--- src/include/flash_defs.svh ---
// SPI flash read controller constants
// Bus widths, read opcode and transaction lengths in serial-clock cycles

`ifndef FLASH_DEFS_SVH
`define FLASH_DEFS_SVH

// Word address width of the memory port
`define FLASH_AW 22

// Data width of both bus ports
`define FLASH_DW 32

// Slow read opcode without dummy cycles
`define FLASH_CMD_READ 8'h03

// Full read of 8 command, 24 address and 32 data cycles plus the final one
`define FLASH_READ_CYCLES 65

// One raw byte in user mode, plus the final cycle
`define FLASH_BYTE_CYCLES 9

// Constant marker bit in the control word
`define FLASH_CTRL_MARK 12

`endif

--- src/hdl/flash_bus_pkg.sv ---
// Bus-side types of the flash controller
// Requests from the memory and configuration ports, and the merged request

`include "flash_defs.svh"

package flash_bus_pkg;

	// Memory port request
	typedef struct packed {
		logic                   cyc;
		logic                   stb;
		logic                   we;
		logic [`FLASH_AW-1:0]   addr;
	} mem_req_t;

	// Configuration port request
	// rel high leaves user mode, low sends data out on MOSI
	typedef struct packed {
		logic       cyc;
		logic       stb;
		logic       we;
		logic       rel;
		logic [7:0] data;
	} cfg_req_t;

	// Request of the granted port, as seen by the sequencer
	typedef struct packed {
		logic                   cyc;
		logic                   stb;
		logic                   we;
		logic                   cfg_sel;
		logic                   rel;
		logic [7:0]             data;
		logic [`FLASH_AW-1:0]   addr;
	} bus_req_t;

endpackage

--- src/hdl/flash_spi_pkg.sv ---
// Flash-side types of the flash controller
// Opcode, sequencer phase, launch record and SPI pin bundle

`include "flash_defs.svh"

package flash_spi_pkg;

	// Only the slow read command is issued by the controller
	typedef enum logic [7:0] {
		CMD_READ = `FLASH_CMD_READ
	} flash_cmd_e;

	// Transaction in flight
	typedef enum logic [1:0] {
		PH_IDLE,
		PH_READ,
		PH_USER_BYTE
	} xfer_phase_e;

	// One-cycle load of the outgoing shift register
	typedef struct packed {
		logic                   valid;
		xfer_phase_e            kind;
		logic [7:0]             first_byte;
		logic [`FLASH_AW-1:0]   addr;
	} launch_t;

	// Outgoing SPI pins
	typedef struct packed {
		logic cs_n;
		logic sck;
		logic mosi;
	} spi_pins_t;

endpackage

--- src/hdl/flash_port_arbiter.sv ---
// Fixed-priority arbiter between the memory and configuration ports
// The granted port drives the shared sequencer, the other one is held off

`timescale 1ns/1ns

module flash_port_arbiter (
	input  logic                     i_clk,
	input  logic                     i_reset,
	input  flash_bus_pkg::mem_req_t  i_mem,
	input  flash_bus_pkg::cfg_req_t  i_cfg,
	input  logic                     i_stall,
	input  logic                     i_ack,
	output flash_bus_pkg::bus_req_t  o_req,
	output logic                     o_mem_stall,
	output logic                     o_mem_ack,
	output logic                     o_cfg_stall,
	output logic                     o_cfg_ack
);

	// High while the configuration port owns the sequencer
	logic grant_cfg;

	//////////////////////////////////////////////////
	// Grant register
	//////////////////////////////////////////////////

	// Memory port wins whenever it asks
	// Configuration port only gets in when memory is idle
	// Grant is kept as long as the owner holds its cycle
	always_ff @(posedge i_clk)
	begin
		if (i_reset)
			grant_cfg <= 1'b0;
		else if (grant_cfg)
			grant_cfg <= i_cfg.cyc;
		else
			grant_cfg <= !i_mem.cyc && i_cfg.cyc;
	end

	//////////////////////////////////////////////////
	// Request merge
	//////////////////////////////////////////////////

	always_comb
	begin
		// Handshake lines follow the owner
		o_req.cyc     = grant_cfg ? i_cfg.cyc : i_mem.cyc;
		o_req.stb     = grant_cfg ? i_cfg.stb : i_mem.stb;
		o_req.we      = grant_cfg ? i_cfg.we  : i_mem.we;
		o_req.cfg_sel = grant_cfg;
		// Payload fields only matter for their own port
		o_req.rel     = i_cfg.rel;
		o_req.data    = i_cfg.data;
		o_req.addr    = i_mem.addr;
	end

	//////////////////////////////////////////////////
	// Stall and ack steering
	//////////////////////////////////////////////////

	// Loser always sees stall, so it keeps its request up
	assign o_mem_stall = grant_cfg ? 1'b1 : i_stall;
	assign o_cfg_stall = grant_cfg ? i_stall : 1'b1;

	// Ack goes back to the owner only
	assign o_mem_ack = !grant_cfg && i_ack;
	assign o_cfg_ack = grant_cfg && i_ack;

endmodule

--- src/hdl/flash_xfer_sequencer.sv ---
// Transaction sequencer of the flash controller
// Times each SPI transaction and drives stall, ack, chip select and serial clock

`timescale 1ns/1ns

`include "flash_defs.svh"

module flash_xfer_sequencer (
	input  logic                     i_clk,
	input  logic                     i_reset,
	input  flash_bus_pkg::bus_req_t  i_req,
	output logic                     o_stall,
	output logic                     o_ack,
	output flash_spi_pkg::launch_t   o_launch,
	output logic                     o_cs_n,
	output logic                     o_sck,
	output logic                     o_user_mode
);

	localparam int CNT_W = $clog2(`FLASH_READ_CYCLES + 1);

	flash_spi_pkg::xfer_phase_e phase;
	// Cycles left until the ack
	logic [CNT_W-1:0] delay;

	logic accept;
	logic read_start;
	logic user_start;
	logic cfg_write;

	//////////////////////////////////////////////////
	// Request decode
	//////////////////////////////////////////////////

	assign accept = i_req.cyc && i_req.stb && !o_stall;

	// Memory read goes to the flash only outside user mode
	assign read_start = accept && !i_req.cfg_sel && !i_req.we && !o_user_mode;

	// Any configuration write changes the user mode flag
	assign cfg_write = accept && i_req.cfg_sel && i_req.we;

	// Write with release low shifts one byte
	assign user_start = cfg_write && !i_req.rel;

	//////////////////////////////////////////////////
	// Phase and delay counter
	//////////////////////////////////////////////////

	// Dropped cycle clears the counter at once
	always_ff @(posedge i_clk)
	begin
		if (i_reset || !i_req.cyc)
		begin
			phase <= flash_spi_pkg::PH_IDLE;
			delay <= '0;
		end
		else if (read_start)
		begin
			phase <= flash_spi_pkg::PH_READ;
			delay <= CNT_W'(`FLASH_READ_CYCLES);
		end
		else if (user_start)
		begin
			phase <= flash_spi_pkg::PH_USER_BYTE;
			delay <= CNT_W'(`FLASH_BYTE_CYCLES);
		end
		else if (phase != flash_spi_pkg::PH_IDLE)
		begin
			delay <= delay - CNT_W'(1);
			// Ack goes out after the last count
			if (delay == CNT_W'(1))
				phase <= flash_spi_pkg::PH_IDLE;
		end
	end

	//////////////////////////////////////////////////
	// Launch record
	//////////////////////////////////////////////////

	// Valid only in the accepting cycle
	always_comb
	begin
		o_launch.valid = read_start || user_start;
		o_launch.addr  = i_req.addr;
		if (read_start)
		begin
			o_launch.kind       = flash_spi_pkg::PH_READ;
			o_launch.first_byte = flash_spi_pkg::CMD_READ;
		end
		else
		begin
			o_launch.kind       = flash_spi_pkg::PH_USER_BYTE;
			o_launch.first_byte = i_req.data;
		end
	end

	//////////////////////////////////////////////////
	// Bus handshake
	//////////////////////////////////////////////////

	// Stall from the start until the ack cycle
	always_ff @(posedge i_clk)
	begin
		if (i_reset || !i_req.cyc)
			o_stall <= 1'b0;
		else if (read_start || user_start)
			o_stall <= 1'b1;
		else
			o_stall <= (delay > CNT_W'(1));
	end

	// End of a transaction, or an immediate answer
	// No ack once the cycle is gone
	always_ff @(posedge i_clk)
	begin
		if (i_reset)
			o_ack <= 1'b0;
		else if (delay == CNT_W'(1))
			o_ack <= i_req.cyc;
		else
			o_ack <= accept && !read_start && !user_start;
	end

	//////////////////////////////////////////////////
	// User mode, chip select and serial clock
	//////////////////////////////////////////////////

	// Kept through aborts and changed only by a config write
	always_ff @(posedge i_clk)
	begin
		if (i_reset)
			o_user_mode <= 1'b0;
		else if (cfg_write)
			o_user_mode <= !i_req.rel;
	end

	always_ff @(posedge i_clk)
	begin
		if (i_reset)
			o_cs_n <= 1'b1;
		else if (!i_req.cyc && !o_user_mode)
			o_cs_n <= 1'b1;
		else if (read_start)
			o_cs_n <= 1'b0;
		else if (cfg_write)
			o_cs_n <= i_req.rel;
		else if (o_user_mode)
			o_cs_n <= 1'b0;
		else if (delay == CNT_W'(1))
			o_cs_n <= 1'b1;
	end

	// Runs for 64 cycles on a read, 8 on a user byte
	always_ff @(posedge i_clk)
	begin
		if (i_reset)
			o_sck <= 1'b0;
		else if (read_start || user_start)
			o_sck <= 1'b1;
		else
			o_sck <= i_req.cyc && (delay > CNT_W'(2));
	end

endmodule

--- src/hdl/flash_shift_datapath.sv ---
// Shift datapath of the flash controller
// Sends command, address or user byte on MOSI and gathers MISO bits

`timescale 1ns/1ns

`include "flash_defs.svh"

module flash_shift_datapath (
	input  logic                    i_clk,
	input  flash_spi_pkg::launch_t  i_launch,
	input  logic                    i_sck,
	input  logic                    i_user_mode,
	input  logic                    i_miso,
	output logic                    o_mosi,
	output logic [`FLASH_DW-1:0]    o_data
);

	// Leading idle bit, first byte, then the 24-bit byte address
	localparam int ADDR_BITS = `FLASH_AW + 2;
	localparam int SHIFT_W   = 1 + 8 + ADDR_BITS;

	logic [SHIFT_W-1:0]   shift_q;
	logic [ADDR_BITS-1:0] addr_bits;
	// Serial clock one cycle late
	logic                 sck_d;
	logic [7:0]           reply_next;
	logic [`FLASH_DW-1:0] ctrl_word;

	//////////////////////////////////////////////////
	// Outgoing shift register
	//////////////////////////////////////////////////

	// Word address becomes a byte address
	// Nothing follows a user byte
	always_comb
	begin
		if (i_launch.kind == flash_spi_pkg::PH_READ)
			addr_bits = {i_launch.addr, 2'b00};
		else
			addr_bits = '0;
	end

	always_ff @(posedge i_clk)
	begin
		if (i_launch.valid)
			shift_q <= {1'b0, i_launch.first_byte, addr_bits};
		else if (i_sck)
			shift_q <= {shift_q[SHIFT_W-2:0], 1'b0};
	end

	// MSB first
	assign o_mosi = shift_q[SHIFT_W-1];

	//////////////////////////////////////////////////
	// Incoming data
	//////////////////////////////////////////////////

	always_ff @(posedge i_clk)
	begin
		sck_d <= i_sck;
	end

	// Reply byte takes a new bit on each sampling cycle
	assign reply_next = sck_d ? {o_data[6:0], i_miso} : o_data[7:0];

	// Control word seen in user mode
	always_comb
	begin
		ctrl_word = '0;
		ctrl_word[`FLASH_CTRL_MARK] = 1'b1;
		ctrl_word[7:0] = reply_next;
	end

	// Full read word outside user mode
	always_ff @(posedge i_clk)
	begin
		if (i_user_mode)
			o_data <= ctrl_word;
		else if (sck_d)
			o_data <= {o_data[`FLASH_DW-2:0], i_miso};
	end

endmodule

--- src/hdl/flash_ctrl_top.sv ---
// SPI flash read controller, top level
// Memory port reads words, configuration port sends raw bytes

`timescale 1ns/1ns

`include "flash_defs.svh"

module flash_ctrl_top (
	input  logic                      i_clk,
	input  logic                      i_reset,
	input  flash_bus_pkg::mem_req_t   i_mem,
	output logic                      o_mem_stall,
	output logic                      o_mem_ack,
	output logic [`FLASH_DW-1:0]      o_mem_data,
	input  flash_bus_pkg::cfg_req_t   i_cfg,
	output logic                      o_cfg_stall,
	output logic                      o_cfg_ack,
	output logic [`FLASH_DW-1:0]      o_cfg_data,
	output flash_spi_pkg::spi_pins_t  o_spi,
	input  logic                      i_spi_miso
);

	flash_bus_pkg::bus_req_t bus_req;
	flash_spi_pkg::launch_t  launch;
	logic                    bus_stall;
	logic                    bus_ack;
	logic                    cs_n;
	logic                    sck;
	logic                    mosi;
	logic                    user_mode;
	// One data register serves both ports
	logic [`FLASH_DW-1:0]    rd_data;

	flash_port_arbiter u_arbiter (
		.i_clk       (i_clk),
		.i_reset     (i_reset),
		.i_mem       (i_mem),
		.i_cfg       (i_cfg),
		.i_stall     (bus_stall),
		.i_ack       (bus_ack),
		.o_req       (bus_req),
		.o_mem_stall (o_mem_stall),
		.o_mem_ack   (o_mem_ack),
		.o_cfg_stall (o_cfg_stall),
		.o_cfg_ack   (o_cfg_ack)
	);

	flash_xfer_sequencer u_sequencer (
		.i_clk       (i_clk),
		.i_reset     (i_reset),
		.i_req       (bus_req),
		.o_stall     (bus_stall),
		.o_ack       (bus_ack),
		.o_launch    (launch),
		.o_cs_n      (cs_n),
		.o_sck       (sck),
		.o_user_mode (user_mode)
	);

	flash_shift_datapath u_datapath (
		.i_clk       (i_clk),
		.i_launch    (launch),
		.i_sck       (sck),
		.i_user_mode (user_mode),
		.i_miso      (i_spi_miso),
		.o_mosi      (mosi),
		.o_data      (rd_data)
	);

	// Pin bundle
	assign o_spi.cs_n = cs_n;
	assign o_spi.sck  = sck;
	assign o_spi.mosi = mosi;

	assign o_mem_data = rd_data;
	assign o_cfg_data = rd_data;

endmodule

--- config.mk ---
export PLATFORM = sky130hd
export DESIGN_NAME = flash_ctrl_top
export DESIGN_NICKNAME = d
export VERILOG_FILES = /design/src/hdl/flash_bus_pkg.sv /design/src/hdl/flash_spi_pkg.sv /design/src/hdl/flash_port_arbiter.sv /design/src/hdl/flash_xfer_sequencer.sv /design/src/hdl/flash_shift_datapath.sv /design/src/hdl/flash_ctrl_top.sv
export VERILOG_INCLUDE_DIRS = /design/src /design/src/include
export SDC_FILE = /design/constraint.sdc
export NUM_CORES = 1
export LEC_CHECK = 0
export BUFFER_PORTS_ARGS = -buffer_cell sky130_fd_sc_hd__buf_2
export CORE_MARGIN = 2
export CORE_UTILIZATION = 45
export DETAILED_ROUTE_END_ITERATION = 10
export PLACE_DENSITY = 0.71
export SLEW_MARGIN = 20
export SYNTH_ARGS = -nofsm -noshare
export SYNTH_HDL_FRONTEND = slang
export SYNTH_SLANG_ARGS = --single-unit
--- constraint.sdc ---
create_clock -name i_clk -period 6.25 [get_ports i_clk]
set_clock_uncertainty 0.1 [all_clocks]
set_input_delay 1.25 -clock i_clk [delete_from_list [all_inputs] [get_ports i_clk]]
set_output_delay 1.25 -clock i_clk [all_outputs]
set_load 0.02 [all_outputs]
==> summary.txt <==
CTS
  • Worst-path clk slew: 70 ps
  • Clk sinks: 79
  • Total CTS buffers: 9
  • Setup Buffers After CTS: 0
  • CTS Buffer Depth: 2
  • CTS tree: yes
  • PostCTS Resize Cnt: 0
  • H-tree Lvls: 3
  • CTS Hold Bufs: 0
  • Worst skew pair latency: 340 ps
  • Clock root cell: clkbuf_8

Synth
  • Syn Std Cell Area: 3500 um^2
  • Post-Syn Instances: 347
  • Syn nets: 390
  • Yosys cell types: 38
  • Sequential area share after synthesis: 56.1%
  • Avg Cell Area, Syn: 10.1 um^2
  • Total of warnings raised by yosys: 0
  • Synthesis-stage register bit count: 79
  • EDFF count, synth: 38
  • FFs w/ async S/R, synth: 0%
  • Dominant synthesized flop cell: dfxtp_1

Worst setup path
  • Setup slack, reg-to-reg: 3420 ps
  • Bufs and invs on worst path: 2
  • Worst Path Arrival: 2800 ps
  • Slowest-stage cell, CP: or3_2
  • Crit Path Max Fanout: 37
  • Worst-path cell chain: buf_2, nor2b_1, and4b_1, buf_4, or3_2
  • Worst EP required: 6140 ps
  • Crit-path max cell delay: 820 ps
  • Crit path max-delay family: simple AND/OR/NAND/NOR gates
  • Crit. End Element: register
  • Startpoint Class: input port
  • CP Class: in2reg

STA
  • Worst slew margin: 30.1%
  • Fin Setup TNS: 0 ps
  • Final worst slack: 3340 ps
  • Final Hold Viols: 0
  • Max Clock Freq: 0.343 GHz
  • Post-route clock period utilization: 46.6%
  • Final setup vio count: 0
  • Least-Margin Pin Slew: 1040 ps
  • Min Tclk post-route: 2910 ps
  • Final slew viol count: 0
  • RSZ-0062 raised after global routing: false

Cells and area
  • Commonest cells after routing, fill and taps aside: buf_2 (110), nand2_1 (63), dfxtp_1 (40)
  • Layout area overhead: 15.7%
  • Final instance area: 4050 um^2
  • Share of layout cells above drive strength 1: 32.3%
  • Commonest non-fill, non-tap cell in the layout: buf_2
  • Ant. Diodes: 0
  • Final nets: 459

Die
  • Cell Rows: 32
  • Full die area: 8500 um^2
  • CORE AREA: 7650 um^2
  • Die Wd: 92.2 um
  • Initial Util: 45.8%
  • IO Count: 111
  • Die Ht: 92.2 um

Power
  • Maximum vdd drop: 118 uV
  • Total power draw: 1.59 mW
  • P_leak: 1.70 nW
  • Power Dens Cells: 392 nW/um^2

Route
  • DRT iter0 DRCs: 97
  • WL/cell: 13.0 um
  • Vias per cell: 5.03
  • Detail Route Antenna Nets: 0
  • Total vias in the final route: 2629
  • DRC violations left: 0
  • WL final: 6.80 mm
  • TritonRoute pass-1 iters: 4

Placed design
  • Placer Congestion: 0.789
  • Placed cell area: 3870 um^2
  • Dpl ws: 2990 ps
  • # port buffers: 110
  • Detailed placement HPWL: 4.57 mm

Global routing
  • Largest net degree at the start of global routing: 38
  • Gr ovfl total: 0
  • Antenna violations before repair: 0
  • GRT Util Overall: 16.3%
  • First-pass GRT wire length: 10.9 mm
  • Vias in the first global route: 2363

Worst hold path
  • Hold Path Class: reg2reg

Flow run
  • Max Cap Viol: 0

Status
  • Status: finished clean
[final cells by class]
| class | count | area, um^2 |
|---|---|---|
| Clock buffer | 12 | 138 |
| Clock inverter | 4 | 46.3 |
| Fill cell | 722 | 3600 |
| Inverter | 3 | 11.3 |
| Multi-Input combinational cell | 211 | 1200 |
| Sequential cell | 79 | 1960 |
| Tap cell | 102 | 128 |
| Timing Repair Buffer | 112 | 566 |
[where the power goes]
group	total, mW	internal [mW]	leakage [nW]	switching (mW)
Clock	0.360	0.187	0.101	0.173
Sequential	0.733	0.647	0.692	0.0857
Combinational	0.494	0.173	0.911	0.321
Total	1.59	1.01	1.70	0.580
[per-stage QoR]
| step | cells | hold slack (ps) | util (%) |
|---|---|---|---|
| floorplan | 347 | 272 | - |
| global placement | 507 | 297 | 50.5 |
| detailed placement | 507 | 297 | 50.6 |
| CTS | 523 | 309 | 53.0 |
| global route | 523 | 322 | 53.0 |
| finish | 523 | 295 | 53.0 |
[routing by layer]
metal  vias to the layer above  share of wire, %  wire, um  track usage, %
met3                        15               5.6       378            3.37
met4                         0               2.0       138            8.08
met1                      1220                47      3170            21.3
met2                       101                46      3110            25.7
li1                       1293                 -         -               -
met5                         -                 0         0               0
[worst register-to-register path, delay by kind of cell, from the launching register on]
kind / cells / cell delay, ps
buffers and inverters: 1 / 240
DFF: 1 / 940
and+or+nand+nor: 3 / 1190
[flip-flops by register name (all words and copies together) (netlist names)]
name	cells
u_sequencer.delay	7
u_sequencer.o_cs_n	1
u_arbiter.grant_cfg	1
u_sequencer.o_sck	1
u_sequencer.phase	2
u_sequencer.o_ack	1
u_datapath.shift_q	31
u_sequencer.o_stall	1
u_datapath.o_data	32
u_sequencer.o_user_mode	1
u_datapath.sck_d	1
[cell usage after synthesis (2+ instances only)]
library cell,n,area share [%]
or3_1,6,1.1
mux2i_1,26,7.4
edfxtp_1,38,33
buf_4,35,7.5
nor2_1,33,3.5
buf_1,5,0.54
nor3_1,5,0.71
xnor2_1,3,0.75
nand2b_1,2,0.36
inv_1,3,0.32
and2_1,2,0.36
dfxtp_1,41,23
nor2b_1,2,0.36
ha_1,3,1.1
nand3_1,23,3.3
clkbuf_1,13,1.4
nor4_1,2,0.36
nand2_1,63,6.8
o21ai_0,6,0.86
or2_2,3,0.54
a21oi_1,15,2.1
a221o_1,2,0.57
[worst paths after layout]
kind	start	depth (start not counted)	to
setup reg to reg	u_sequencer.o_user_mode	4	u_datapath.shift_q[21]
hold / removal	u_sequencer.o_sck	0	u_datapath.sck_d
hold reg to reg	u_sequencer.o_sck	0	u_datapath.sck_d
setup / recovery	i_mem[24]	5	u_datapath.shift_q[21]
[kinds of logic (layout without fill, tap and decap cells)]
family / count (synthesis) / in the layout / synth area share [%]
simple gates: 149 / 149 / 19.3
flops: 79 / 79 / 56.1
buf+inv: 57 / 131 / 9.90
compound gates: 29 / 29 / 5.18
mux: 26 / 26 / 7.44
xor+xnor: 4 / 4 / 1.00
fa+ha+maj: 3 / 3 / 1.07
Power figures use the tool's default switching activity.
